==> config.mk <==
export PLATFORM = sky130hd
export DESIGN_NAME = dbus_watchdog
export DESIGN_NICKNAME = d
export VERILOG_FILES = /design/src/common/dbus_pkg.sv /design/src/dbus_interconnect/dbus_watchdog.sv
export SDC_FILE = /design/constraint.sdc
export NUM_CORES = 1
export LEC_CHECK = 0
export ABC_AREA = 1
export BUFFER_PORTS_ARGS = -buffer_cell sky130_fd_sc_hd__clkbuf_2
export CORE_MARGIN = 2
export CORE_UTILIZATION = 22
export CTS_CLUSTER_SIZE = 30
export DETAILED_ROUTE_END_ITERATION = 10
export GPL_TIMING_DRIVEN = 0
export HOLD_SLACK_MARGIN = 0.12
export PLACE_DENSITY = 0.76
export SLEW_MARGIN = 30
export SYNTH_ARGS = -nofsm -noshare
export SYNTH_HDL_FRONTEND = slang
export SYNTH_SLANG_ARGS = --single-unit
==> constraint.sdc <==
create_clock -name wb_clk -period 1.2 [get_ports wb_clk]
set_input_delay 0.3 -clock wb_clk [delete_from_list [all_inputs] [get_ports wb_clk]]
set_output_delay 0.3 -clock wb_clk [all_outputs]
set_load 0.005 [all_outputs]
==> src/common/dbus_pkg.sv <==
`default_nettype none

package dbus_pkg;

   // Bus widths
   localparam int DAT_WIDTH = 32;
   localparam int ADR_WIDTH = 32;
   localparam int SEL_WIDTH = DAT_WIDTH / 8;

   // Address map
   localparam int MATCH_WIDTH = 8;
   localparam int RAM_ADR_WIDTH = 12;
   localparam int RAM_WORDS = 1024;
   localparam int RAM_IDX_WIDTH = 10;
   localparam logic [MATCH_WIDTH-1:0] SCRATCH_MATCH = 8'h91;
   localparam logic [MATCH_WIDTH-1:0] EXT_MATCH = 8'h92;

   // Scratch slave register count, offset 3 is the timeout counter
   localparam int SCR_REGS = 3;

   // Response watchdog
   localparam int WDOG_LIMIT = 64;
   localparam int WDOG_CNT_WIDTH = 7;

   // Arbiter owner encoding
   localparam logic [1:0] OWN_NONE = 2'd0;
   localparam logic [1:0] OWN_M0 = 2'd1;
   localparam logic [1:0] OWN_M1 = 2'd2;

   typedef struct packed {
      logic [ADR_WIDTH-1:0] adr;
      logic [DAT_WIDTH-1:0] dat;
      logic [SEL_WIDTH-1:0] sel;
      logic                 we;
      logic                 cyc;
      logic                 stb;
   } wb_req_t;

   typedef struct packed {
      logic [DAT_WIDTH-1:0] dat;
      logic                 ack;
      logic                 err;
      logic                 rty;
   } wb_rsp_t;

   // High byte match view for the scratch and external regions
   typedef struct packed {
      logic [MATCH_WIDTH-1:0]           match;
      logic [ADR_WIDTH-MATCH_WIDTH-1:0] offset;
   } dbus_region_t;

   // Low view for the RAM, which sits at the bottom of the map
   typedef struct packed {
      logic [ADR_WIDTH-RAM_ADR_WIDTH-1:0] hi;
      logic [RAM_ADR_WIDTH-1:0]           ram_offset;
   } dbus_low_t;

   typedef union packed {
      dbus_region_t region;
      dbus_low_t    low;
   } dbus_addr_u;

   // One-hot slave select
   typedef struct packed {
      logic ram;
      logic scr;
      logic ext;
      logic none;
   } dbus_sel_t;

endpackage

`default_nettype wire

==> src/dbus_interconnect/dbus_watchdog.sv <==
`default_nettype none

module dbus_watchdog (
   input  logic              wb_clk,
   input  logic              wb_rst,
   input  dbus_pkg::wb_req_t bus_req_i,
   input  dbus_pkg::wb_rsp_t bus_rsp_i,
   output dbus_pkg::wb_rsp_t rsp_o,
   output logic              timeout_o
);

   logic                                stb_q;
   logic [dbus_pkg::WDOG_CNT_WIDTH-1:0] cnt_q;
   logic                                any_rsp;
   logic                                stb_edge;
   logic                                expired;

   assign any_rsp  = bus_rsp_i.ack | bus_rsp_i.err | bus_rsp_i.rty;
   assign stb_edge = bus_req_i.stb & ~stb_q;
   // A real response in the limit cycle wins over the timeout
   assign expired  = (cnt_q == dbus_pkg::WDOG_LIMIT) & ~any_rsp;

   always_ff @(posedge wb_clk) begin
      if (wb_rst)
         stb_q <= 1'b0;
      else
         stb_q <= bus_req_i.stb;
   end

   // Zero means idle, a strobe edge starts the count at one
   always_ff @(posedge wb_clk) begin
      if (wb_rst)
         cnt_q <= '0;
      else if (any_rsp || expired)
         cnt_q <= '0;
      else if (stb_edge)
         cnt_q <= 1;
      else if (cnt_q != '0)
         cnt_q <= cnt_q + 1'b1;
   end

   always_comb begin
      rsp_o     = bus_rsp_i;
      rsp_o.err = bus_rsp_i.err | expired;
   end

   assign timeout_o = expired;

endmodule

`default_nettype wire

[After elaboration in Yosys (flattened, before gate mapping)]
Cells that the tools add are included.
W data, S select, Z words.
Word-level totals
  register bits after elaboration: 8
  input port bits: 108
  output and inout port bits: 36
  logic and storage cells: 19
Cells by class
  add/subtract/negate cells: 1
  equality and inequality tests: 1
  muxes and demuxes: 2
  bitwise gates (word level): 7
  reductions and logical operators: 5
Operator list (count)
  $add A7 B1 Y7 const B: 1
  $eq A7 B7 Y1 const B: 1
  $reduce_bool A7 Y1: 1
  $or A1 B1 Y1: 3
  $reduce_or A3 Y1: 1
  $and A1 B1 Y1: 2
  $mux W1: 2
  $not A1 Y1: 2
  $reduce_bool A2 Y1: 1
  $reduce_or A2 Y1: 1
  $logic_or A1 B1 Y1: 1

[Logic depth before layout (Yosys ltp)]
  depth in word-level cells: 6
  gate-level depth with buffers: 7
  gate-level depth less buffers: 7

[Worst setup path before layout]
OpenSTA, ideal clock, no wires.
  path type: register to output
  start point: reg cnt_q[0] (netlist name)
  end point: out rsp_o[1] (netlist name)
  data arrival time: 1.002 ns
  data required time: 0.900 ns
  path slack: -0.102 ns
  cell stages (with the launch flop): 7
  path buffers: 0
  path through: dfxtp_1 inv_1 ha_1 nand2_2 nor2_2 nand2_2 o21ai_1
RTL lines
  start: declaration: line dbus_watchdog.sv:13  | logic [dbus_pkg::WDOG_CNT_WIDTH-1:0] cnt_q;
  start signal: assignment: line dbus_watchdog.sv:39  | cnt_q <= cnt_q + 1'b1;
  end: declaration: line dbus_watchdog.sv:8  | output dbus_pkg::wb_rsp_t rsp_o,

==> impl_metrics.json <==
{
  "start_kind": "flop",
  "synth_area_leaders": "buf_4 (35%), dfxtp_1 (22%), nand2_1 (5.7%)",
  "setup_viol": 4,
  "yosysSeqAreaShare_pct": 22.26,
  "leakage_nw": 0.5444,
  "floorplan.initialDensity_pct": 23.37,
  "synth_nets": 203,
  "area_delta_synth_final_pct": 53.39,
  "async_reset_ff_share_pct": 0,
  "post-place-ws_ns": -0.1688,
  "relSlewSlack_pct": 79.18,
  "worstPathArrival_ns": 1.23,
  "cp-end-kind": "output pin",
  "period_minus_slack_ns": 1.534,
  "reg2reg_depth": 9,
  "fin_crit_sh_pct": 127.8,
  "hold_class": "in -> reg",
  "grt-ovfl-total": 0,
  "placed_cell_area_sq_um": 1011,
  "syn_inst": 93,
  "yosysWarnings": 0,
  "max-cap-violations": 0,
  "io_pins": 144,
  "cts_sinks": 8,
  "grt_pass1_wl_mm": 2.166,
  "cts_tree": "built",
  "detailed_place_hpwl_mm": 1.310,
  "rows": 20,
  "synth_edf_count": 0,
  "final_hold_viol_count": 0,
  "critical_path_required_ns": 0.90,
  "synthFlopType": "dfxtp_1",
  "clockBufferDepth": 2,
  "ys_types": 20,
  "multi_input_area_sq_um": 336.6,
  "avgSynthCellArea_sq_um": 7.736,
  "syn_area_sq_um": 719.4,
  "max_freq_mhz": 652.1,
  "drv_slew": 0,
  "die_x_microns": 61.19,
  "status": "finished, violations left",
  "htreeDepth": 1,
  "postCtsHoldBufs": 0,
  "root_buffer": "clkbuf_4",
  "fin_area_sq_um": 1104,
  "worst_slew_pin_slew_ns": 0.3107,
  "drt_wl_total_mm": 1.607,
  "crit_fanout": 3,
  "synth_area_leader_cell": "buf_4",
  "antenna_cells": 0,
  "final_layout_size_suffix_gt1_share_pct": 77.46,
  "cts_buffers": 3,
  "grt_use_total_pct": 8.064,
  "synth_seq_cells": 8,
  "grt_pass1_vias": 567,
  "crit_type": "reg -> out",
  "wl_per_cell_microns": 8.640,
  "insertion_delay_ns": 0.25,
  "place_congestion": 0.7051,
  "vdd_drop_max_mv": 0.2967,
  "worst_slack_ns": -0.3336,
  "place.port_buffers": 41,
  "synth.top_cell.area_share_pct": 35.48,
  "final.setup.tns_ns": -0.7069,
  "clkTransAtPathRegs_ns": 0.06,
  "drc": 0,
  "ant_nets": 0,
  "drtPass1Iterations": 4,
  "fin_util_pct": 35.85,
  "die_h_microns": 61.19,
  "fill_cells": 341,
  "dieArea_sq_um": 3744,
  "num_vias": 711,
  "grt_setup_unrepaired": "true",
  "coreArea_sq_um": 3078,
  "yosysMostFrequentCell": "buf_4",
  "finalClockSkew_ns": 0.003506,
  "first_iter_violations": 6,
  "synthTopCellsByCount": "buf_4 (34), nand2_1 (11), dfxtp_1 (8), inv_1 (6)",
  "violations": "negative setup slack",
  "fin_nets": 254,
  "grt_max_degree": 7,
  "antenna_found_initial": 0,
  "hold_depth": 2,
  "seq_area_sq_um": 165.2,
  "p_per_area_nw_per_um2": 597.7,
  "via_per_inst": 3.823
}
final timing paths:
kind	from	slack, ns	to
max	cnt_q[0]$_SDFFE_PP0P_	-0.33	rsp_o[1]
min reg2reg	cnt_q[6]$_SDFFE_PP0P_	0.51	cnt_q[6]$_SDFFE_PP0P_
max reg2reg	cnt_q[0]$_SDFFE_PP0P_	-0.02	cnt_q[0]$_SDFFE_PP0P_
min	wb_rst	0.23	stb_q$_SDFF_PP0_
flip-flops by register name (all words and copies together) (netlist names):
register / flops
stb_q: 1
cnt_q: 7
per-stage QoR:
stage / total power [mW] / instances / hold slack [ns]
final: 0.6596 / 186 / 0.2288
after global routing: 0.7070 / 186 / 0.2274
after CTS: 0.6741 / 185 / 0.2219
after detailed placement: 0.4591 / 178 / 0.4988
after global placement: 0.4568 / 178 / 0.4836
after floorplan: 0.3867 / 93 / 0.3721
placed cells by master (no fill, tap or decap), drive strengths merged:
cell and instances:
o21ai 1, buf 41, xor2 3, nand3 7, a21oi 4, inv 7
nor3 2, nor2 10, or2 1, clkbuf 42, nand3b 1, nand2 13
ha 2, dfxtp 8
where the power goes:
group | internal, mW | switching (mW)
logic | 0.123 | 0.0616
clock network | 0.115 | 0.0934
registers | 0.266 | 0.000636
total | 0.504 | 0.156
kinds of logic (layout without fill, tap and decap cells):
kind of cell	after synthesis	after routing	share of synthesized area [%]
buffers and inverters	41	90	39.13
and+or+nand+nor	34	34	26.44
xor gates and xnor gates	3	3	3.653
DFF	8	8	22.26
adders and majority gates	2	2	3.478
AOI/OAI and AO/OA	5	5	5.043
routing by layer:
layer  GRT usage, %  vias to the layer above  wire length, microns
met5              0                        -                     0
met4          3.727                        0                    11
met3          3.151                        2                   307
met2          15.20                       70                   719
met1          7.566                      285                   568
li1               -                      354                     -
layout make-up:
class / count / area share, %
repair buffers: 46 / 22.00
plain buffers: 34 / 23.13
flip-flops and latches: 8 / 14.97
inverters: 7 / 2.381
clock buffers: 3 / 2.041
multi-input cells: 44 / 30.50
well taps: 44 / 4.989
critical path: stages, from the launching register on:
cell and delay [ns]:
dfxtp_4 0.34, inv_2 0.06, ha_4 0.12, nand2_4 0.04
nor2_4 0.12, nand2_4 0.07, o21ai_2 0.10, buf_2 0.12
what timing repair did:
item                                    in CTS  in global routing
pin swaps                                    5                  4
setup buffers                                4                  1
endpoints found under the setup margin       2                  9
resized for setup                            4                  6
Power figures use the tool's default switching activity.
