`src/common/dbus_pkg.sv`:
```
`default_nettype none

package dbus_pkg;

   // Bus widths
   localparam int DAT_WIDTH = 32;
   localparam int ADR_WIDTH = 32;
   localparam int SEL_WIDTH = DAT_WIDTH / 8;

   // Address map
   localparam int MATCH_WIDTH = 8;
   localparam int RAM_ADR_WIDTH = 12;
   localparam int RAM_WORDS = 1024;
   localparam int RAM_IDX_WIDTH = 10;
   localparam logic [MATCH_WIDTH-1:0] SCRATCH_MATCH = 8'h91;
   localparam logic [MATCH_WIDTH-1:0] EXT_MATCH = 8'h92;

   // Scratch slave register count, offset 3 is the timeout counter
   localparam int SCR_REGS = 3;

   // Response watchdog
   localparam int WDOG_LIMIT = 64;
   localparam int WDOG_CNT_WIDTH = 7;

   // Arbiter owner encoding
   localparam logic [1:0] OWN_NONE = 2'd0;
   localparam logic [1:0] OWN_M0 = 2'd1;
   localparam logic [1:0] OWN_M1 = 2'd2;

   typedef struct packed {
      logic [ADR_WIDTH-1:0] adr;
      logic [DAT_WIDTH-1:0] dat;
      logic [SEL_WIDTH-1:0] sel;
      logic                 we;
      logic                 cyc;
      logic                 stb;
   } wb_req_t;

   typedef struct packed {
      logic [DAT_WIDTH-1:0] dat;
      logic                 ack;
      logic                 err;
      logic                 rty;
   } wb_rsp_t;

   // High byte match view for the scratch and external regions
   typedef struct packed {
      logic [MATCH_WIDTH-1:0]           match;
      logic [ADR_WIDTH-MATCH_WIDTH-1:0] offset;
   } dbus_region_t;

   // Low view for the RAM, which sits at the bottom of the map
   typedef struct packed {
      logic [ADR_WIDTH-RAM_ADR_WIDTH-1:0] hi;
      logic [RAM_ADR_WIDTH-1:0]           ram_offset;
   } dbus_low_t;

   typedef union packed {
      dbus_region_t region;
      dbus_low_t    low;
   } dbus_addr_u;

   // One-hot slave select
   typedef struct packed {
      logic ram;
      logic scr;
      logic ext;
      logic none;
   } dbus_sel_t;

endpackage

`default_nettype wire

```
`src/dbus_interconnect/dbus_arbiter.sv`:
```
`default_nettype none

module dbus_arbiter (
   input  logic              wb_clk,
   input  logic              wb_rst,
   input  dbus_pkg::wb_req_t m0_req_i,
   input  dbus_pkg::wb_req_t m1_req_i,
   output dbus_pkg::wb_rsp_t m0_rsp_o,
   output dbus_pkg::wb_rsp_t m1_rsp_o,
   output dbus_pkg::wb_req_t bus_req_o,
   input  dbus_pkg::wb_rsp_t bus_rsp_i
);

   logic [1:0] owner_q;
   logic       own_m0;
   logic       own_m1;

   // Grant lock, debug master wins when both ask at once
   always_ff @(posedge wb_clk) begin
      if (wb_rst) begin
         owner_q <= dbus_pkg::OWN_NONE;
      end else begin
         case (owner_q)
            dbus_pkg::OWN_M0: begin
               if (!m0_req_i.cyc)
                  owner_q <= dbus_pkg::OWN_NONE;
            end
            dbus_pkg::OWN_M1: begin
               if (!m1_req_i.cyc)
                  owner_q <= dbus_pkg::OWN_NONE;
            end
            default: begin
               if (m1_req_i.cyc)
                  owner_q <= dbus_pkg::OWN_M1;
               else if (m0_req_i.cyc)
                  owner_q <= dbus_pkg::OWN_M0;
            end
         endcase
      end
   end

   assign own_m0 = (owner_q == dbus_pkg::OWN_M0);
   assign own_m1 = (owner_q == dbus_pkg::OWN_M1);

   // Idle bus carries an all-zero request
   always_comb begin
      if (own_m1)
         bus_req_o = m1_req_i;
      else if (own_m0)
         bus_req_o = m0_req_i;
      else
         bus_req_o = '0;
   end

   // Data goes to both, handshake only to the owner
   always_comb begin
      m0_rsp_o     = bus_rsp_i;
      m0_rsp_o.ack = bus_rsp_i.ack & own_m0;
      m0_rsp_o.err = bus_rsp_i.err & own_m0;
      m0_rsp_o.rty = bus_rsp_i.rty & own_m0;
      m1_rsp_o     = bus_rsp_i;
      m1_rsp_o.ack = bus_rsp_i.ack & own_m1;
      m1_rsp_o.err = bus_rsp_i.err & own_m1;
      m1_rsp_o.rty = bus_rsp_i.rty & own_m1;
   end

endmodule

`default_nettype wire

```
`config.mk`:
```
export PLATFORM = sky130hd
export DESIGN_NAME = dbus_arbiter
export DESIGN_NICKNAME = d
export VERILOG_FILES = /design/src/common/dbus_pkg.sv /design/src/dbus_interconnect/dbus_arbiter.sv
export SDC_FILE = /design/constraint.sdc
export NUM_CORES = 1
export LEC_CHECK = 0
export ABC_AREA = 1
export BUFFER_PORTS_ARGS = -buffer_cell sky130_fd_sc_hd__buf_2
export CAP_MARGIN = 30
export CORE_AREA = 10 10 116 118
export CTS_CLUSTER_DIAMETER = 60
export DETAILED_ROUTE_END_ITERATION = 10
export DIE_AREA = 0 0 126 128
export SKIP_LAST_GASP = 1
export SLEW_MARGIN = 10
export SYNTH_ARGS = -nofsm -noshare
export SYNTH_HDL_FRONTEND = slang
export SYNTH_SLANG_ARGS = --single-unit
```
`constraint.sdc`:
```
create_clock -name wb_clk -period 2.55 [get_ports wb_clk]
set_clock_uncertainty 0.05 [all_clocks]
set_input_delay 0 -clock wb_clk [delete_from_list [all_inputs] [get_ports wb_clk]]
set_output_delay 0 -clock wb_clk [all_outputs]
set_load 0.01 [all_outputs]
```
After elaboration in Yosys (flattened, before gate mapping)
Index checks and enable logic that the tools add are counted.

storage, ports and cells
  register bits after elaboration = 2
  latch bits = 0
  bits in writable memories = 0
  bits in read-only memories = 0
  input bits = 179
  output and inout port bits = 141
  memories = 0

cells by class
  add/sub/neg operators = 0
  multipliers = 0
  divide/modulo/power cells = 0
  order comparisons = 0
  equality and inequality tests = 4
  shift-type cells = 0
  muxes and demuxes = 7
  bitwise logic cells = 6
  reductions and logical operators = 2

operators with widths
  operator            number
  $mux 71             2
  $mux 2              4
  $and 1x1->1         6
  $ne 2x2->1 const B  2
  $pmux 2 s2          1
  $reduce_bool 4->1   1
  $reduce_and 3->1    1
  $eq 2x1->1 const B  1
  $eq 2x2->1 const B  1

Logic depth before layout (Yosys ltp)
  depth after elaboration = 3
  gate-level depth with buffers = 8

Least setup slack after synthesis
Ideal clock, no wire load.

  path kind = reg2out
  start point = register owner_q[0]
  end point = output bus_req_o[0] (netlist name)
  arrival time = 1.063 ns
  required time = 2.500 ns
  path slack = 1.437 ns
  stages on the path, launching flop included = 8
  buffers on the path = 2
  cells stage by stage = dfxtp_1 -> inv_1 -> ha_1 -> buf_6 -> inv_4 -> buf_4 -> nand3_1 -> nand2_1

RTL lines
  what                      line                RTL
  start: declaration        dbus_arbiter.sv:14  logic [1:0] owner_q;
  start signal: assignment  dbus_arbiter.sv:21  owner_q <= dbus_pkg::OWN_NONE;
  start signal: assignment  dbus_arbiter.sv:26  owner_q <= dbus_pkg::OWN_NONE;
  start signal: assignment  dbus_arbiter.sv:30  owner_q <= dbus_pkg::OWN_NONE;
  end: declaration          dbus_arbiter.sv:10  output dbus_pkg::wb_req_t bus_req_o,

==> results.cfg <==
[synth]
ys_types = 16
avgSynthCellArea_um2 = 5.28
synth_fp_nets = 515
ys.warnings.count = 0
ys_seq_area_frac = 0.0228
synthCells = 333
syn_area_um2 = 1760
ys_ff_latch = 2

[sta]
min_period_ns = 1.91
tns_ns = 0
hold_violations = 0
slew_viol_final = 0
rsz0062_at_grt = no
finalSetupViolCount = 0
period_share = 0.747
tightest_slew_ns = 0.764
relSlewSlack = 0.490
timing.fmax_mhz = 525

[global_routing]
grt.total_usage = 0.102
globalRouteOverflowTotal = 0
grt_max_degree = 73
antenna_found_initial = 0
grt_pass1_vias = 2654
grt_first_pass_wirelength_um = 14100

[clock_tree]
cts_max_level = 1
clock_latency_ns = 0.23
root_buffer = clkbuf_16
cts_made_buffers = 3
tritoncts = done
clk_pin_slew_ns = 0.03
cts.sink_count = 2
post_cts_buffers = 0
clockBufferDepth = 2

[critical_path]
rrSetupSlack_ns = 1.33
critPathArrivalTime_ns = 1.86
critPathMaxFanout = 72
crit_path_end_kind = output pin
crit_type = reg2out
critPathRequiredTime_ns = 2.50
start_kind = flip-flop

[layout]
diodes = 0
max_flop_register = owner_q
drive_gt1_frac = 0.467
n_fill_cell = 1278
largest_register_ff_count = 2
reg_top3 = owner_q x2
multi_input_area_um2 = 1010
fin_cells = 651
register_area_um2 = 40.0
area_growth_pct = 60.4
nNetsFinal = 692

[power]
vdd_ir_drop_max_uv = 550
p_int_w = 0.000617
leakage_nw = 1.89
power_w = 0.00126
power.share.switching = 0.509
seq_power_share = 0.034
powerDensity_nw_per_um2 = 446
clock_power_share = 0.193
p_comb_frac = 0.773
net-switching-power_w = 0.000640

[floorplanning]
dieArea_um2 = 16100
die_h_um = 128
num_io_pins = 320
core-area_um2 = 11200
die_x_um = 126
rows = 39
start_util = 0.157

[route]
wire_per_inst_um = 15.0
viasPerCell = 4.05
firstDrtPassIters = 4
wl_um = 9780
vias = 2638
postRouteAntennaNets = 0
drtIter0Drc = 121
drc = 0

[hold_path]
hold_path.class = in2reg

[placed_design]
place.gp.congestion = 0.791
io_buffers = 223
dp_cells = 615
hpwl_um = 7000

[status]
status = finished, final reports clean

[job]
drv_cap = 0
-- placed cells by master, fill, tap and decap left out --
cell / count
buf_2: 223
a21oi_1: 1
inv_4: 1
clkbuf_16: 3
nand2_2: 3
nor2_1: 2
inv_2: 1
nand3_1: 71
dlygate4sd3_1: 33
o21bai_1: 1
buf_4: 3
a21oi_2: 1
o21ai_0: 1
dfxtp_1: 2
ha_2: 2
inv_1: 9
ha_1: 1
nand2_1: 150
-- area by class of cell --
class / instances / share of cell area
clock buffer: 3 / 0.0266
timing repair buffer: 259 / 0.521
multi-input combinational: 233 / 0.359
sequential: 2 / 0.0142
tap: 143 / 0.0634
inverter: 11 / 0.0155
-- layer usage --
layer | global-route usage | vias to the layer above | part of all wire
li1 | - | 1329 | -
met1 | 0.113 | 1137 | 0.36
met2 | 0.186 | 168 | 0.52
met3 | 0.0389 | 4 | 0.12
met4 | 0.0121 | 0 | 0.0036
met5 | 0 | - | 0
-- worst max-delay path, stage by stage (launching register included) --
cell and delay [ns]:
dfxtp_1 0.38, ha_2 0.23, buf_4 0.54, nand2_1 0.13, nand2_1 0.10, buf_2 0.13
-- logic make-up after synthesis --
logic type / share of synthesized area
AND/OR/NAND/NOR: 0.537
flip-flops: 0.0228
AO/OA/AOI/OAI: 0.0149
buffers and inverters: 0.404
adder cells (fa/ha/maj): 0.0214
-- Yosys cell counts --
| library cell | count | share of area |
|---|---|---|
| o21bai_1 | 1 | 0.0043 |
| nand2_1 | 150 | 0.32 |
| inv_1 | 9 | 0.019 |
| buf_4 | 72 | 0.31 |
| buf_2 | 7 | 0.020 |
| nor2_1 | 2 | 0.0043 |
| dfxtp_1 | 2 | 0.023 |
| nand3_1 | 71 | 0.20 |
| inv_2 | 1 | 0.0021 |
| nand2_2 | 3 | 0.011 |
| inv_4 | 1 | 0.0036 |
| a21oi_1 | 1 | 0.0028 |
| o21ai_0 | 1 | 0.0028 |
| a21oi_2 | 1 | 0.0050 |
| buf_6 | 8 | 0.051 |
| ha_1 | 3 | 0.021 |
-- worst paths after layout --
kind	start	end	cells after the start
worst max register to register	owner_q[1]	owner_q[0]	7
worst min-delay path	m1_req_i[1]	owner_q[1]	3
worst min register to register	owner_q[1]	owner_q[1]	2
worst max-delay path	owner_q[1]	bus_req_o[60]	5
-- metrics by stage --
step	instance area (um^2)	util	hold slack (ns)	setup WS, ns
finish	2820	0.251	0.0682	0.644
global route	2820	0.251	0.0802	0.482
CTS	2820	0.251	0.0654	0.658
detailed placement	2410	0.215	-0.0499	0.869
global placement	2410	0.215	-0.0499	0.895
floorplan	1760	-	0.0124	1.44
-- power groups by stage --
stage	registers [W]	clock network [W]	logic [W]
final	0.0000426	0.000243	0.000971
after global routing	0.0000430	0.000247	0.00108
after CTS	0.0000426	0.000246	0.000978
after detailed placement	0.0000430	0	0.000894
after global placement	0.0000423	0	0.000898
after floorplan	0.0000418	0	0.000658
-- what timing repair did --
action,in CTS,in global routing
resized for setup,0,0
hold buffers,33,0
endpoints found under the setup margin,0,0
endpoints found under the hold margin,65,0
Note: power is estimated with default switching activity, not from simulation.
