--- src/common/dbus_pkg.sv ---
`default_nettype none

package dbus_pkg;

   // Bus widths
   localparam int DAT_WIDTH = 32;
   localparam int ADR_WIDTH = 32;
   localparam int SEL_WIDTH = DAT_WIDTH / 8;

   // Address map
   localparam int MATCH_WIDTH = 8;
   localparam int RAM_ADR_WIDTH = 12;
   localparam int RAM_WORDS = 1024;
   localparam int RAM_IDX_WIDTH = 10;
   localparam logic [MATCH_WIDTH-1:0] SCRATCH_MATCH = 8'h91;
   localparam logic [MATCH_WIDTH-1:0] EXT_MATCH = 8'h92;

   // Scratch slave register count, offset 3 is the timeout counter
   localparam int SCR_REGS = 3;

   // Response watchdog
   localparam int WDOG_LIMIT = 64;
   localparam int WDOG_CNT_WIDTH = 7;

   // Arbiter owner encoding
   localparam logic [1:0] OWN_NONE = 2'd0;
   localparam logic [1:0] OWN_M0 = 2'd1;
   localparam logic [1:0] OWN_M1 = 2'd2;

   typedef struct packed {
      logic [ADR_WIDTH-1:0] adr;
      logic [DAT_WIDTH-1:0] dat;
      logic [SEL_WIDTH-1:0] sel;
      logic                 we;
      logic                 cyc;
      logic                 stb;
   } wb_req_t;

   typedef struct packed {
      logic [DAT_WIDTH-1:0] dat;
      logic                 ack;
      logic                 err;
      logic                 rty;
   } wb_rsp_t;

   // High byte match view for the scratch and external regions
   typedef struct packed {
      logic [MATCH_WIDTH-1:0]           match;
      logic [ADR_WIDTH-MATCH_WIDTH-1:0] offset;
   } dbus_region_t;

   // Low view for the RAM, which sits at the bottom of the map
   typedef struct packed {
      logic [ADR_WIDTH-RAM_ADR_WIDTH-1:0] hi;
      logic [RAM_ADR_WIDTH-1:0]           ram_offset;
   } dbus_low_t;

   typedef union packed {
      dbus_region_t region;
      dbus_low_t    low;
   } dbus_addr_u;

   // One-hot slave select
   typedef struct packed {
      logic ram;
      logic scr;
      logic ext;
      logic none;
   } dbus_sel_t;

endpackage

`default_nettype wire

--- src/verilog/wb_scratch_slave.sv ---
`default_nettype none

module wb_scratch_slave (
   input  logic              wb_clk,
   input  logic              wb_rst,
   input  dbus_pkg::wb_req_t req_i,
   output dbus_pkg::wb_rsp_t rsp_o,
   input  logic              timeout_i
);

   logic [dbus_pkg::DAT_WIDTH-1:0] scr_q [0:dbus_pkg::SCR_REGS-1];
   logic [dbus_pkg::DAT_WIDTH-1:0] tmo_cnt_q;
   logic [dbus_pkg::DAT_WIDTH-1:0] rdat_q;
   dbus_pkg::dbus_addr_u           addr;
   logic [1:0]                     word_idx;
   logic                           ack_q;
   logic                           access;

   assign addr     = req_i.adr;
   assign word_idx = addr.region.offset[3:2];
   assign access   = req_i.cyc & req_i.stb & ~ack_q;

   // Offset 3 is not writable, such writes still get their ack
   always_ff @(posedge wb_clk) begin
      if (wb_rst) begin
         for (int r = 0; r < dbus_pkg::SCR_REGS; r++)
            scr_q[r] <= '0;
      end else if (access && req_i.we && (word_idx < dbus_pkg::SCR_REGS)) begin
         for (int i = 0; i < dbus_pkg::SEL_WIDTH; i++) begin
            if (req_i.sel[i])
               scr_q[word_idx][8*i +: 8] <= req_i.dat[8*i +: 8];
         end
      end
   end

   // Saturating count of watchdog timeouts
   always_ff @(posedge wb_clk) begin
      if (wb_rst)
         tmo_cnt_q <= '0;
      else if (timeout_i && !(&tmo_cnt_q))
         tmo_cnt_q <= tmo_cnt_q + 1'b1;
   end

   always_ff @(posedge wb_clk) begin
      case (word_idx)
         2'd0:    rdat_q <= scr_q[0];
         2'd1:    rdat_q <= scr_q[1];
         2'd2:    rdat_q <= scr_q[2];
         default: rdat_q <= tmo_cnt_q;
      endcase
   end

   always_ff @(posedge wb_clk) begin
      if (wb_rst)
         ack_q <= 1'b0;
      else
         ack_q <= access;
   end

   assign rsp_o = '{dat: rdat_q, ack: ack_q, err: 1'b0, rty: 1'b0};

endmodule

`default_nettype wire

--- config.mk ---
export PLATFORM = sky130hd
export DESIGN_NAME = wb_scratch_slave
export DESIGN_NICKNAME = d
export VERILOG_FILES = /design/src/common/dbus_pkg.sv /design/src/verilog/wb_scratch_slave.sv
export SDC_FILE = /design/constraint.sdc
export NUM_CORES = 1
export LEC_CHECK = 0
export BUFFER_PORTS_ARGS = -buffer_cell sky130_fd_sc_hd__buf_4
export CORE_ASPECT_RATIO = 0.8
export CORE_MARGIN = 1.5
export CORE_UTILIZATION = 45
export CTS_CLUSTER_DIAMETER = 40
export CTS_CLUSTER_SIZE = 14
export DETAILED_ROUTE_END_ITERATION = 16
export PLACE_DENSITY = 0.66
export SLEW_MARGIN = 10
export SYNTH_ARGS = -nofsm -noshare
export SYNTH_HDL_FRONTEND = slang
export SYNTH_SLANG_ARGS = --single-unit
export TNS_END_PERCENT = 1
--- constraint.sdc ---
create_clock -name wb_clk -period 2.6 [get_ports wb_clk]
set_input_delay 0.52 -clock wb_clk [delete_from_list [all_inputs] [get_ports wb_clk]]
set_output_delay 0.52 -clock wb_clk [all_outputs]
set_load 0.03 [all_outputs]
### Yosys cells after proc, flatten, opt, wreduce, memory -nomap -nowiden

Memories as Yosys holds them, arrays and structs flattened.
Index checks and enable logic that the tools add are counted.

| storage, ports and cells | value |
|---|---|
| flip-flop bits (word level) | 65 |
| memory bits (writable) | 96 |
| bits of input ports | 74 |
| output and inout bits | 35 |
| word-level logic and storage cells | 40 |
| memories | 1 |

| operators by class | value |
|---|---|
| add/sub/neg operators | 1 |
| $lt $le $gt $ge | 1 |
| eq/ne operators | 2 |
| muxes and demuxes | 22 |
| bitwise gates (word level) | 3 |
| reductions and logical operators | 7 |

Memories:

| name | depth | bits a word | read ports | clocked after Yosys merged registers in | wr ports | RTL line | text |
|---|---|---|---|---|---|---|---|
| scr_q | 3 | 32 | 3 | 0 | 3 | wb_scratch_slave.sv:11 | `logic [dbus_pkg::DAT_WIDTH-1:0] scr_q [0:dbus_pkg::SCR_REGS-1];` |

Operators with widths:

| operator | count |
|---|---|
| 32-bit case mux with 3 select lines | 1 |
| 32-bit by 1-bit adder with 32-bit output (second input constant) | 1 |
| 32-bit 2-to-1 mux | 1 |
| 32-bit AND reduction | 1 |
| 32-bit OR reduction | 1 |
| 1-bit 2-to-1 mux | 18 |
| 4-bit 2-to-1 mux | 1 |
| 1-bit logical AND | 3 |
| 1-bit bitwise AND | 2 |
| 2-bit by 1-bit equality test with 1-bit output (second input constant) | 1 |
| 2-bit equality test (second input constant) | 1 |
| 2-bit logical NOT | 1 |
| 2-bit < comparator (second input constant) | 1 |
| 2-bit 2-to-1 mux | 1 |
| 1-bit logical NOT | 1 |
| 1-bit inverter | 1 |

### Depth between registers and ports, before layout

| logic depth | value |
|---|---|
| word-level depth | 9 |
| mapped depth | 8 |
| mapped depth without buffers | 6 |

### Worst setup path before layout

OpenSTA, ideal clock, no wires.

| timing | value |
|---|---|
| path type | input to register |
| from | in wb_rst |
| to | mem scr_q[1][0] (netlist name), enable pin |
| library setup time | 0.326 ns |
| arrival time | 1.855 ns |
| data required time | 2.274 ns |
| path slack | 0.419 ns |
| cell stages on the path | 6 |
| path buffers | 3 |
| cell sequence | clkbuf_1 nor3_1 and4b_1 clkbuf_1 clkbuf_1 a21o_1 |

RTL lines:

| item | RTL line | text |
|---|---|---|
| start, declared | wb_scratch_slave.sv:5 | `input logic wb_rst,` |
| end, declared | wb_scratch_slave.sv:11 |  |

### Final worst setup path

| timing | value |
|---|---|
| from | reg tmo_cnt_q[20] (netlist name) |
| to | reg tmo_cnt_q[25] (netlist name) |

| on the way | value |
|---|---|
| longest elaborated chain between the ends | 3 |
| elaborated cells on any way between the ends | 4 |
| those cells by class | 1 x add/sub; 3 x reduce/logical |

RTL lines:

| item | RTL line | text |
|---|---|---|
| start, declared | wb_scratch_slave.sv:12 | `logic [dbus_pkg::DAT_WIDTH-1:0] tmo_cnt_q;` |
| start signal, assigned | wb_scratch_slave.sv:41 | `tmo_cnt_q <= tmo_cnt_q + 1'b1;` |
| branches (longest 3 deep; another with 32-bit by 1-bit adder with 32-bit output) | -- |  |

Parallel ways; which one is timed is not known.
A chain may end at the register's enable or synchronous reset.

==> impl_metrics.env <==
export IMPL_die_w_um=141
export IMPL_p_seq_share_pct=49.9
export IMPL_fin_crit_ps=2300
export IMPL_wl_met3_um=831
export IMPL_synth_edf_count=96
export IMPL_cts_root_buffer="clkbuf_16"
export IMPL_pin_count=109
export IMPL_die_h_um=113
export IMPL_cts_repair_resized=0
export IMPL_htreeDepth=4
export IMPL_slew_headroom_pct=63.8
export IMPL_postCtsSetupRepairBufs=0
export IMPL_syn_cell_area_mm2=0.00683
export IMPL_dr_wl_met2_um=7220
export IMPL_grt_max_degree=53
export IMPL_clk_latency_ps=430
export IMPL_min_period_over_period_pct=88.6
export IMPL_fillers=1244
export IMPL_finalPower_mw=5.68
export IMPL_fin_skew_ps=9.74
export IMPL_status="finished, final reports clean"
export IMPL_wl_met1_um=6620
export IMPL_startpoint_type="flop"
export IMPL_yosys_area_top_type="edfxtp_1"
export IMPL_start_util_pct=45.8
export IMPL_hold_viol_final=0
export IMPL_drtIter0Drc=394
export IMPL_arrival_ps=2620
export IMPL_fmax_ghz=0.434
export IMPL_hold_path_class="primary input to flop"
export IMPL_cts_buffer_depth=2
export IMPL_leakage_nw=3.42
export IMPL_core_area_mm2=0.0149
export IMPL_ant_nets=0
export IMPL_synth_cell_types=50
export IMPL_top_layer="met4"
export IMPL_cp_data_required_time_ps=2910
export IMPL_overflow=0
export IMPL_ir_worst_vdd_v=0.000493
export IMPL_worst_pin_slew_ps=542
export IMPL_swShare_pct=21.4
export IMPL_wl_per_cell_um=19.1
export IMPL_dp_hpwl_um=9710
export IMPL_grt_pass1_vias=4230
export IMPL_synth_top_area_share_pct=42.2
export IMPL_cp_end_kind="flop"
export IMPL_setup_viol=0
export IMPL_crit_fanout=16
export IMPL_cellPowerDensity_mw_per_mm2=699
export IMPL_grt_pass1_wl_um=23400
export IMPL_die_area_mm2=0.0159
export IMPL_yosysSeqAreaShare_pct=61.3
export IMPL_rows=40
export IMPL_clk_pin_slew_ps=60
export IMPL_cts_buffers=17
export IMPL_globalRouteTotalUtil_pct=19.8
export IMPL_gp_congestion=0.805
export IMPL_antennaDiodeCount=0
export IMPL_power_internal_mw=4.46
export IMPL_synth_area_leaders="edfxtp_1, dfxtp_1, mux4_2"
export IMPL_drive_gt1_share_pct=26.8
export IMPL_path_class="flop to flop"
export IMPL_synthToLayoutAreaGrowth_pct=18.9
export IMPL_ctsHoldBuffers=0
export IMPL_numPortBuffers=76
export IMPL_fin_hold_ws_ps=340
export IMPL_routed_wl_um=14900
export IMPL_yosysWarnings=0
export IMPL_netlist_instances=509
export IMPL_clkPwrFrac_pct=42.8
export IMPL_drv_slew=0
export IMPL_syn_avg_cell_area_um2=13.4
export IMPL_tns_ps=0
export IMPL_synthFlopType="edfxtp_1"
export IMPL_r2r_slack_ps=300
export IMPL_max_cap_viol_count=0
export IMPL_grt_setup_unrepaired="no"
export IMPL_first_pass_iters=5
export IMPL_async_flop_share_pct=0
export IMPL_postLayoutCoreUtil_pct=54.5
export IMPL_combPwrFrac_pct=7.3
export IMPL_dr_total_vias=4448
export IMPL_post_route_drc_count=0
export IMPL_cts_tree="done"
export IMPL_vias_per_cell=5.72
export IMPL_power_switching_mw=1.21
export IMPL_ys_ff_latch=161
export IMPL_fin_nets=651
export IMPL_antenna_found_initial=0
export IMPL_clock_sinks=161
registers in the layout (all words and copies together), names as in the netlist:
name,cells
scr_q,96
rdat_q,32
tmo_cnt_q,32
ack_q,1
critical path: stages (launching register included):
cell	delay, ps
dfxtp_1	460
nand4_1	270
nor4_4	410
and3_1	560
nor4_1	140
mux2_1	330
cells in the mapped netlist (2+ instances only):
master	instances
and3_1	101
edfxtp_1	96
dfxtp_1	65
mux4_2	31
clkbuf_1	28
nor2_1	19
a21oi_1	18
nand2_1	13
nand3_1	13
a21o_1	12
nand4_1	9
o21ai_0	9
or3_1	9
mux2_1	7
o31ai_1	7
or4_1	7
nor2b_1	6
buf_2	5
buf_1	4
buf_4	4
inv_1	4
nor3_1	4
and2_1	3
nor4_1	3
xnor2_1	3
a31o_2	2
a31oi_1	2
and4b_1	2
nand4_2	2
through the flow:
step | instances | area (um^2) | worst slack [ps]
2_1_floorplan | 510 | 6830 | 419
3_3_place_gp | 746 | 7550 | 356
3_5_place_dp | 746 | 7550 | 293
4_1_cts | 778 | 8120 | 306
5_1_grt | 778 | 8120 | 140
6_report | 778 | 8120 | 296
placed cells by master (no fill, tap or decap), types with 9 or more instances in the layout:
cell type,count
a21o_1,12
buf_4,89
clkbuf_16,17
nor2_1,19
nand3_1,13
nand2_1,13
or3_1,9
mux4_2,31
nand4_1,9
o21ai_0,9
edfxtp_1,96
a21oi_1,18
and3_1,101
dfxtp_1,65
layout make-up:
class	instances	area, um^2	area share [%]
inverters	4	15.0	0.185
multi-input cells	303	2450	30.1
well taps	189	236	2.91
flip-flops and latches	161	4180	51.5
clock buffers	26	489	6.02
repair buffers	89	668	8.22
clock inverters	6	82.6	1.02
power groups by stage:
stage | sequential [mW] | combinational [mW] | clock [mW]
2_1_floorplan | 2.96 | 0.169 | 0
3_3_place_gp | 2.88 | 0.411 | 0
3_5_place_dp | 2.89 | 0.415 | 0
4_1_cts | 2.83 | 0.418 | 2.47
5_1_grt | 2.84 | 0.442 | 2.57
6_report | 2.83 | 0.412 | 2.43
routing by layer:
metal | up-vias | track usage, %
met5 | - | 0
met4 | 0 | 6.53
met3 | 13 | 4.66
met2 | 134 | 31.6
met1 | 2194 | 26.9
li1 | 2107 | -
final timing paths:
path | startpoint | to | cells after the start
worst max-delay path | tmo_cnt_q[20] | tmo_cnt_q[25] | 5
worst max register to register | tmo_cnt_q[20] | tmo_cnt_q[25] | 5
worst min register to register | ack_q | ack_q | 1
worst min-delay path | wb_rst | ack_q | 2
cell families (layout without fill, tap and decap cells):
group | after synthesis | after routing | synth area share [%]
DFF | 161 | 161 | 61.3
and+or+nand+nor | 200 | 200 | 17.8
other | 1 | 2 | 0.0549
xor gates and xnor gates | 4 | 4 | 0.513
AOI/OAI and AO/OA | 56 | 56 | 5.35
adders and majority gates | 1 | 1 | 0.183
muxes | 40 | 40 | 11.9
buffers and inverters | 46 | 125 | 2.95
No activity file was read; power rests on OpenSTA's default activity.
