==> src/common/dbus_pkg.sv <==
`default_nettype none

package dbus_pkg;

   // Bus widths
   localparam int DAT_WIDTH = 32;
   localparam int ADR_WIDTH = 32;
   localparam int SEL_WIDTH = DAT_WIDTH / 8;

   // Address map
   localparam int MATCH_WIDTH = 8;
   localparam int RAM_ADR_WIDTH = 12;
   localparam int RAM_WORDS = 1024;
   localparam int RAM_IDX_WIDTH = 10;
   localparam logic [MATCH_WIDTH-1:0] SCRATCH_MATCH = 8'h91;
   localparam logic [MATCH_WIDTH-1:0] EXT_MATCH = 8'h92;

   // Scratch slave register count, offset 3 is the timeout counter
   localparam int SCR_REGS = 3;

   // Response watchdog
   localparam int WDOG_LIMIT = 64;
   localparam int WDOG_CNT_WIDTH = 7;

   // Arbiter owner encoding
   localparam logic [1:0] OWN_NONE = 2'd0;
   localparam logic [1:0] OWN_M0 = 2'd1;
   localparam logic [1:0] OWN_M1 = 2'd2;

   typedef struct packed {
      logic [ADR_WIDTH-1:0] adr;
      logic [DAT_WIDTH-1:0] dat;
      logic [SEL_WIDTH-1:0] sel;
      logic                 we;
      logic                 cyc;
      logic                 stb;
   } wb_req_t;

   typedef struct packed {
      logic [DAT_WIDTH-1:0] dat;
      logic                 ack;
      logic                 err;
      logic                 rty;
   } wb_rsp_t;

   // High byte match view for the scratch and external regions
   typedef struct packed {
      logic [MATCH_WIDTH-1:0]           match;
      logic [ADR_WIDTH-MATCH_WIDTH-1:0] offset;
   } dbus_region_t;

   // Low view for the RAM, which sits at the bottom of the map
   typedef struct packed {
      logic [ADR_WIDTH-RAM_ADR_WIDTH-1:0] hi;
      logic [RAM_ADR_WIDTH-1:0]           ram_offset;
   } dbus_low_t;

   typedef union packed {
      dbus_region_t region;
      dbus_low_t    low;
   } dbus_addr_u;

   // One-hot slave select
   typedef struct packed {
      logic ram;
      logic scr;
      logic ext;
      logic none;
   } dbus_sel_t;

endpackage

`default_nettype wire

==> src/dbus_interconnect/dbus_decoder.sv <==
`default_nettype none

module dbus_decoder (
   input  logic              wb_clk,
   input  logic              wb_rst,
   input  dbus_pkg::wb_req_t bus_req_i,
   output dbus_pkg::wb_rsp_t bus_rsp_o,
   output dbus_pkg::wb_req_t ram_req_o,
   output dbus_pkg::wb_req_t scr_req_o,
   output dbus_pkg::wb_req_t ext_req_o,
   input  dbus_pkg::wb_rsp_t ram_rsp_i,
   input  dbus_pkg::wb_rsp_t scr_rsp_i,
   input  dbus_pkg::wb_rsp_t ext_rsp_i
);

   dbus_pkg::dbus_addr_u addr;
   dbus_pkg::dbus_sel_t  sel_d;
   dbus_pkg::dbus_sel_t  sel_q;
   logic                 unmapped_err_q;

   // Pass the request through with cyc and stb masked by the select
   function automatic dbus_pkg::wb_req_t gate_req(input dbus_pkg::wb_req_t req,
                                                  input logic en);
      dbus_pkg::wb_req_t r;
      r     = req;
      r.cyc = req.cyc & en;
      r.stb = req.stb & en;
      return r;
   endfunction

   assign addr = bus_req_i.adr;

   // RAM needs all bits above its span clear, the others match the top byte
   always_comb begin
      sel_d.ram  = (addr.low.hi == '0);
      sel_d.scr  = (addr.region.match == dbus_pkg::SCRATCH_MATCH);
      sel_d.ext  = (addr.region.match == dbus_pkg::EXT_MATCH);
      sel_d.none = ~(sel_d.ram | sel_d.scr | sel_d.ext);
   end

   // Select only follows a strobed address, so an idle bus selects nothing
   always_ff @(posedge wb_clk) begin
      if (wb_rst)
         sel_q <= '0;
      else if (bus_req_i.stb)
         sel_q <= sel_d;
      else
         sel_q <= '0;
   end

   // Unmapped access gets a single err cycle
   always_ff @(posedge wb_clk) begin
      if (wb_rst)
         unmapped_err_q <= 1'b0;
      else
         unmapped_err_q <= sel_q.none & bus_req_i.stb & ~unmapped_err_q;
   end

   assign ram_req_o = gate_req(bus_req_i, sel_q.ram);
   assign scr_req_o = gate_req(bus_req_i, sel_q.scr);
   assign ext_req_o = gate_req(bus_req_i, sel_q.ext);

   // Response merge
   always_comb begin
      if (sel_q.ram)
         bus_rsp_o.dat = ram_rsp_i.dat;
      else if (sel_q.scr)
         bus_rsp_o.dat = scr_rsp_i.dat;
      else if (sel_q.ext)
         bus_rsp_o.dat = ext_rsp_i.dat;
      else
         bus_rsp_o.dat = '0;
      bus_rsp_o.ack = (ram_rsp_i.ack & sel_q.ram) | (scr_rsp_i.ack & sel_q.scr) |
                      (ext_rsp_i.ack & sel_q.ext);
      bus_rsp_o.err = (ram_rsp_i.err & sel_q.ram) | (scr_rsp_i.err & sel_q.scr) |
                      (ext_rsp_i.err & sel_q.ext) | unmapped_err_q;
      bus_rsp_o.rty = (ram_rsp_i.rty & sel_q.ram) | (scr_rsp_i.rty & sel_q.scr) |
                      (ext_rsp_i.rty & sel_q.ext);
   end

endmodule

`default_nettype wire

==> config.mk <==
export PLATFORM = sky130hd
export DESIGN_NAME = dbus_decoder
export DESIGN_NICKNAME = d
export VERILOG_FILES = /design/src/common/dbus_pkg.sv /design/src/dbus_interconnect/dbus_decoder.sv
export SDC_FILE = /design/constraint.sdc
export NUM_CORES = 1
export LEC_CHECK = 0
export BUFFER_PORTS_ARGS = -buffer_cell sky130_fd_sc_hd__clkbuf_2
export CELL_PAD_IN_SITES_DETAIL_PLACEMENT = 0
export CELL_PAD_IN_SITES_GLOBAL_PLACEMENT = 1
export CORE_AREA = 2 2 166 168
export DETAILED_ROUTE_END_ITERATION = 10
export DIE_AREA = 0 0 168 170
export GPL_TIMING_DRIVEN = 0
export MAX_ROUTING_LAYER = met4
export PLACE_DENSITY = 0.64
export RECOVER_POWER = 100
export SLEW_MARGIN = 20
export SYNTH_ARGS = -nofsm -noshare
export SYNTH_HDL_FRONTEND = slang
export SYNTH_SLANG_ARGS = --single-unit
==> constraint.sdc <==
create_clock -name wb_clk -period 1.26 [get_ports wb_clk]
set_input_delay 0.126 -clock wb_clk [delete_from_list [all_inputs] [get_ports wb_clk]]
set_output_delay 0.126 -clock wb_clk [all_outputs]
set_load 0.05 [all_outputs]
# After elaboration in Yosys (flattened, before gate mapping)
# Index checks and enable logic that the tools add are counted.
# W data, S select, Z words.
# op_classes
eq_ne	2
n_reduce_logical	2
muxes	3
bitwise	29
# op_table
op	n
$mux W32	3
$logic_not A20 Y1	1
$and A1 B1 Y1	17
$eq A8 B8 Y1 const B	2
$or A1 B1 Y1	9
$not A1 Y1	3
$reduce_or A2 Y1	1
# totals
out_inout_bits	248
register_bits	5
input_bits	178
word_cells	41

# Depth between registers and ports, before layout
# Gate-level depths: netlist (run 1).
# logic_depth
ltp_word	4
depth_mapped	5
mapped_depth_nobuf	3

# Worst setup path before layout (run 1)
# No wires, ideal clock.
# synth_timing
path_type	register to output
from	register sel_q[2] in the netlist's numbering
to	output port bus_rsp_o[15] in the netlist's numbering
path_stages_with_launch	5
arrival_ns	1.780
setup_slack_ns	-0.646
n_path_buf	2
required_time_ns	1.134
path_cell_list	dfxtp_1 buf_2 buf_6 a21oi_1 o21ai_0
# synth_rtl
element	line_no	rtl
start: declaration	dbus_decoder.sv:18	dbus_pkg::dbus_sel_t sel_q;
start signal: assignment	dbus_decoder.sv:46	sel_q <= sel_d;
end: declaration	dbus_decoder.sv:7	output dbus_pkg::wb_rsp_t bus_rsp_o,

==> flow_metrics.env, run 1 <==
export IMPL_crit_path_end_kind="primary output"
export IMPL_cts_buffers=3
export IMPL_clkTransAtPathRegs_ps=30
export IMPL_antenna_found_initial=1
export IMPL_ys_types=27
export IMPL_drc=0
export IMPL_p_int_mw=1.255
export IMPL_yosys_register_bits=5
export IMPL_drive_gt1_share_pct=64.09
export IMPL_finalCriticalPeriod_ps=1610
export IMPL_grt_first_pass_wirelength_mm=19.43
export IMPL_p_leak_nw=2.620
export IMPL_finalSetupViolations=37
export IMPL_crit_arrival_ps=1480
export IMPL_crit_start="sel_q[2]"
export IMPL_synthAdderAreaFrac_pct=0
export IMPL_clock_sinks=5
export IMPL_min_path_cells=2
export IMPL_swShare_pct=57.23
export IMPL_path_buf_inv=2
export IMPL_drtAntennaViolNets=0
export IMPL_synth_area_per_cell_sq_um=7.008
export IMPL_die_h_um=170
export IMPL_ir_worst_vdd_mv=0.3057
export IMPL_nFillCells=3068
export IMPL_fin_area_sq_um=5791
export IMPL_htree_num_levels=1
export IMPL_crit_chain="and2b_4, buf_8, a22oi_1, o21ai_2, buf_8"
export IMPL_grt_max_degree=11
export IMPL_timing_final_crit_share_pct=127.8
export IMPL_worstMarginPinSlew_ps=631.9
export IMPL_final_cells=1091
export IMPL_yosys_warnings=0
export IMPL_final_hold_viol_count=0
export IMPL_io_buffers=376
export IMPL_drv_slew=0
export IMPL_crit_type="flip-flop to primary output"
export IMPL_crit_required_ps=1130
export IMPL_io_pins=426
export IMPL_dp_cells=1073
export IMPL_gp_congestion=0.7470
export IMPL_synth_xor_area_share_pct=0.3511
export IMPL_setup_tns_final_ps=-10990
export IMPL_status="finished, violations left"
export IMPL_track_usage_pct=8.896
export IMPL_drtIter0Drc=43
export IMPL_placed_area_sq_um=5136
export IMPL_cp_max_fo=10
export IMPL_max_freq_ghz=0.6212
export IMPL_rrSetupSlack_ps=690
export IMPL_insertion_delay_ps=220
export IMPL_synth_top_family_by_area="buffers and inverters"
export IMPL_slowest_stage="dfxtp_4"
export IMPL_cp_slowest_stage_delay_ps=350
export IMPL_die_w_um=168
export IMPL_final_nets=928
export IMPL_clkPwrFrac_pct=17.5
export IMPL_use_met2_pct=17.61
export IMPL_met3_usage_pct=1.233
export IMPL_hold_end="sel_q[1]"
export IMPL_wl_per_cell_um=12.56
export IMPL_cts_root_buf="clkbuf_16"
export IMPL_synth_cells=356
export IMPL_die_area_sq_um=28560
export IMPL_dpl_hpwl_mm=11.95
export IMPL_grt_use_met1_pct=9.554
export IMPL_cts_tree="done"
export IMPL_min_delay_start="bus_req_i[63]"
export IMPL_syn_nets=534
export IMPL_first_pass_iters=4
export IMPL_initial_utilization_pct=9.362
export IMPL_grt_overflow_total=0
export IMPL_synthSimpleGateAreaFrac_pct=12.14
export IMPL_critPathLaunchType="flip-flop"
export IMPL_yosysSeqAreaShare_pct=4.012
export IMPL_p_comb_share_pct=77.1
export IMPL_synth_compound_area_share_pct=17.60
export IMPL_async_reset_ff_share_pct=0
export IMPL_grt_setup_unrepaired="yes"
export IMPL_r2r_cells=1
export IMPL_crit_top_cell="buf_8"
export IMPL_synthesis_area_sq_um=2495
export IMPL_violations="setup timing"
export IMPL_synth_flop_cell="dfxtp_1"
export IMPL_maxCapViolations=0
export IMPL_r2r_start="unmapped_err_q"
export IMPL_area_growth_pct=132.1
export IMPL_via_per_inst=3.246
export IMPL_grt_busiest_layer="met2"
export IMPL_grt_pass1_vias=3484
export IMPL_rows=60
export IMPL_hp_class="input pin to flip-flop"
export IMPL_seq_power_share_pct=5.4
export IMPL_fin_ws_ps=-349.9
export IMPL_finClkSkew_ps=0.05848
export IMPL_synth_edf_count=0
export IMPL_synthMuxAreaShare_pct=0
export IMPL_routed_wl_mm=13.71
export IMPL_clockBufferDepth=2
export IMPL_vias=3541
export IMPL_worstReg2RegEnd="unmapped_err_q"
export IMPL_pwr_density_cell_nw_per_um2=506.9
export IMPL_core_area_sq_um=26650
export IMPL_slew_headroom_pct=58.05
export IMPL_cpLargestDelayFamily="flip-flops"
export IMPL_power_switching_mw=1.680
-- synthesized netlist by cell type, types with 2 or more instances --
library cell | number | area, sq um
buf_4 | 210 | 1577
nand2_1 | 34 | 127.6
a22oi_1 | 31 | 232.7
o21ai_1 | 30 | 150.1
and2_1 | 6 | 37.54
buf_2 | 5 | 25.02
clkbuf_1 | 5 | 18.77
dfxtp_1 | 5 | 100.1
nor4_1 | 4 | 25.02
a21oi_1 | 3 | 15.01
a222oi_1 | 2 | 20.02
and3b_1 | 2 | 17.52
inv_1 | 2 | 7.510
nand3_1 | 2 | 10.01
nor3b_2 | 2 | 25.02
o21ai_0 | 2 | 10.01
-- cell families after synthesis --
logic type             Yosys count
XOR/XNOR                         1
AO/OA/AOI/OAI                   69
buffers and inverters          224
flip-flops                       5
AND/OR/NAND/NOR                 57
-- timing repair --
item | 4_1_cts | 5_1_grt
hold buffers | 0 | 0
hold endpoints to repair | 0 | 0
cloned | 1 | 0
pin swaps | 2 | 5
setup endpoints to repair | 39 | 39
gates resized for setup | 152 | 45
setup buffers | 8 | 6
-- flip-flops by register name (all words and copies together) (netlist names) --
name            count
sel_q               4
unmapped_err_q      1
-- worst max path at each step --
stage	to	slack (ps)	cells past startpoint
after global routing	bus_rsp_o[0]	-400	5
final	bus_rsp_o[31]	-350	5
after detailed placement	bus_rsp_o[26]	-590	5
after global placement	bus_rsp_o[26]	-640	5
after CTS	bus_rsp_o[4]	-390	5
after floorplan	bus_rsp_o[21]	-50	4
-- routing by layer --
metal	share of wire [%]	wire length, um
met5	0	0
met4	0.66	90
met2	55	7533
met3	6.5	886
met1	38	5195
-- final cells by class --
cell class / instances / area [sq um] / area share (%)
repair buffers: 390 / 2215 / 38.25
diodes: 1 / 2.502 / 0.04322
plain buffers: 221 / 1743 / 30.10
multi-input cells: 127 / 1209 / 20.87
clock buffers: 4 / 78.83 / 1.361
well taps: 341 / 426.7 / 7.368
flip-flops and latches: 5 / 108.9 / 1.880
inverters: 2 / 7.507 / 0.1296
-- cell usage in the layout (no fill, tap or decap), types with 2 or more instances in the layout --
cell type | netlist | final
a21oi_2 | 0 | 2
a222oi_1 | 2 | 2
a22oi_1 | 31 | 3
a22oi_2 | 0 | 28
and2_0 | 0 | 2
and2_4 | 0 | 4
and3b_1 | 2 | 2
buf_12 | 0 | 7
buf_4 | 210 | 214
buf_6 | 1 | 7
buf_8 | 0 | 37
clkbuf_1 | 5 | 209
clkbuf_16 | 0 | 8
clkbuf_2 | 1 | 131
clkbuf_4 | 0 | 2
dfxtp_1 | 5 | 2
dfxtp_4 | 0 | 2
inv_2 | 0 | 2
nand2_1 | 34 | 33
nand3_1 | 2 | 2
nor3b_1 | 1 | 2
nor4_1 | 4 | 5
o21ai_2 | 0 | 6
o21ai_4 | 0 | 26
-- metrics by stage --
stage	hold WS, ps	total power [mW]	setup slack [ps]	utilization, %
finish	185.2	2.935	-349.9	21.73
global route	196.1	3.049	-400.2	21.73
CTS	189.5	3.056	-394.3	22.45
detailed placement	418.9	2.513	-594.5	19.27
global placement	411.3	2.510	-639.6	19.27
floorplan	188.1	1.962	-53.62	-
-- power by group through the flow --
| stage | logic, mW | clock network, mW | registers (mW) |
|---|---|---|---|
| 2_1_floorplan | 1.80 | 0 | 0.165 |
| 3_3_place_gp | 2.34 | 0 | 0.166 |
| 3_5_place_dp | 2.35 | 0 | 0.166 |
| 4_1_cts | 2.37 | 0.522 | 0.159 |
| 5_1_grt | 2.35 | 0.538 | 0.159 |
| 6_report | 2.26 | 0.514 | 0.159 |
(Power assumes the default switching activity.)
==> inputs of run 2 (changes only) <==
--- a/config.mk
+++ b/config.mk
@@ -8,12 +8,12 @@
 export BUFFER_PORTS_ARGS = -buffer_cell sky130_fd_sc_hd__clkbuf_2
 export CELL_PAD_IN_SITES_DETAIL_PLACEMENT = 0
 export CELL_PAD_IN_SITES_GLOBAL_PLACEMENT = 1
-export CORE_AREA = 2 2 166 168
+export CORE_AREA = 4 4 164 166
 export DETAILED_ROUTE_END_ITERATION = 10
 export DIE_AREA = 0 0 168 170
 export GPL_TIMING_DRIVEN = 0
 export MAX_ROUTING_LAYER = met4
-export PLACE_DENSITY = 0.64
+export PLACE_DENSITY = 0.66
 export RECOVER_POWER = 100
 export SLEW_MARGIN = 20
 export SYNTH_ARGS = -nofsm -noshare
==> flow_metrics.env, run 2 (same netlist as run 1, synthesis figures left out) <==
export IMPL_status="finished, violations left"
export IMPL_violations="setup timing"
export IMPL_grt_first_pass_wirelength_mm=20.19
export IMPL_clkTransAtPathRegs_ps=30
export IMPL_multi_input_area_sq_um=1170
export IMPL_antenna_found_initial=1
export IMPL_nFillCells=2994
export IMPL_critPathLaunchType="flip-flop"
export IMPL_layout_commonest_cell="buf_4"
export IMPL_area_growth_pct=123.7
export IMPL_core_area_sq_um=25620
export IMPL_cts_root_buf="clkbuf_16"
export IMPL_grt_busiest_layer="met2"
export IMPL_cts_hold_buffers=0
export IMPL_drc=0
export IMPL_clkPwrFrac_pct=17.6
export IMPL_vias=3529
export IMPL_wl_per_cell_um=13.32
export IMPL_crit_path_end_kind="primary output"
export IMPL_seq_power_share_pct=5.4
export IMPL_insertion_delay_ps=220
export IMPL_power_switching_mw=1.682
export IMPL_final_cell_mix="buf_4, clkbuf_1, clkbuf_2, buf_8, nand2_1"
export IMPL_worstMarginPinSlew_ps=665.6
export IMPL_ir_worst_vdd_mv=0.3334
export IMPL_io_buffers=376
export IMPL_routed_wl_mm=14.35
export IMPL_max_freq_ghz=0.6142
export IMPL_use_met2_pct=17.35
export IMPL_setup_tns_final_ps=-10960
export IMPL_cts_tree="done"
export IMPL_die_area_sq_um=28560
export IMPL_gp_congestion=0.6886
export IMPL_grt_setup_unrepaired="yes"
export IMPL_p_leak_nw=2.543
export IMPL_pwr_density_cell_nw_per_um2=526.2
export IMPL_crit_required_ps=1130
export IMPL_initial_utilization_pct=9.740
export IMPL_grt_max_degree=11
export IMPL_maxCapViolations=0
export IMPL_dp_cells=1067
export IMPL_swShare_pct=57.27
export IMPL_finalSetupViolations=37
export IMPL_clockBufferDepth=2
export IMPL_fin_area_sq_um=5582
export IMPL_die_h_um=170
export IMPL_finClkSkew_ps=0.5962
export IMPL_drv_slew=0
export IMPL_grt_pass1_vias=3613
export IMPL_met3_usage_pct=1.324
export IMPL_largestRegisters="sel_q: 4 flops, unmapped_err_q: 1 flops"
export IMPL_fin_hold_ws_ps=186.7
export IMPL_regMostFlops="sel_q"
export IMPL_fin_ws_ps=-368.1
export IMPL_final_hold_viol_count=0
export IMPL_timing_final_crit_share_pct=129.2
export IMPL_cp_max_fo=10
export IMPL_htree_num_levels=1
export IMPL_first_pass_iters=4
export IMPL_final_cells=1077
export IMPL_die_w_um=168
export IMPL_grt_use_met1_pct=10.60
export IMPL_clock_sinks=5
export IMPL_crit_type="flip-flop to primary output"
export IMPL_p_total_mw=2.937
export IMPL_hp_class="input pin to flip-flop"
export IMPL_finalCriticalPeriod_ps=1628
export IMPL_slew_headroom_pct=55.81
export IMPL_cts_buffers=3
export IMPL_utilization_pct=21.79
export IMPL_placed_area_sq_um=5129
export IMPL_dpl_hpwl_mm=12.68
export IMPL_final_nets=920
export IMPL_largest_reg_flops=4
export IMPL_drtAntennaViolNets=0
export IMPL_p_comb_share_pct=77.0
export IMPL_crit_arrival_ps=1500
export IMPL_ff_latch_area_sq_um=108.9
export IMPL_io_pins=426
export IMPL_grt_overflow_total=0
export IMPL_track_usage_pct=9.139
export IMPL_via_per_inst=3.277
export IMPL_drtIter0Drc=68
export IMPL_rows=59
export IMPL_drive_gt1_share_pct=62.48
export IMPL_place_ws_ps=-609.0
export IMPL_p_int_mw=1.255
[run 2: worst max-delay path: stages (launching register included)]
cell,delay (ps)
dfxtp_4,350
and2b_4,320
buf_8,170
a22oi_1,100
o21ai_4,140
clkbuf_8,200
[run 2: repair_timing]
| action | in CTS | in global routing |
|---|---|---|
| cloned | 2 | 0 |
| gates resized for setup | 127 | 47 |
| setup endpoints to repair | 41 | 41 |
| pin swaps | 6 | 5 |
| setup buffers | 5 | 1 |
| endpoints found under the hold margin | 0 | 0 |
[run 2: path summary, 6_finish.rpt]
path         cells after the start              to  slack (ps)           start
max                              5    bus_rsp_o[5]        -370        sel_q[2]
min                              3        sel_q[3]         190          wb_rst
max reg2reg                      1  unmapped_err_q         700  unmapped_err_q
min reg2reg                      1  unmapped_err_q         430  unmapped_err_q
[run 2: power by group through the flow]
| stage | logic (mW) | registers (mW) | clock network, mW |
|---|---|---|---|
| 4_1_cts | 2.38 | 0.159 | 0.530 |
| 5_1_grt | 2.36 | 0.159 | 0.544 |
| 2_1_floorplan | 1.80 | 0.165 | 0 |
| 3_5_place_dp | 2.36 | 0.165 | 0 |
| 6_report | 2.26 | 0.159 | 0.517 |
| 3_3_place_gp | 2.35 | 0.165 | 0 |
[run 2: routing by layer]
layer	vias up	routed length [um]
li1	1752	-
met1	1574	5428
met2	201	7780
met3	2	1110
met4	0	30
met5	-	0
[run 2: area by class of cell]
cell class / count / area share (%)
diodes: 1 / 0.04483
plain buffers: 221 / 30.80
clock buffers: 4 / 1.412
inverters: 2 / 0.1345
multi-input cells: 127 / 20.96
flip-flops and latches: 5 / 1.950
well taps: 335 / 7.510
repair buffers: 382 / 37.19
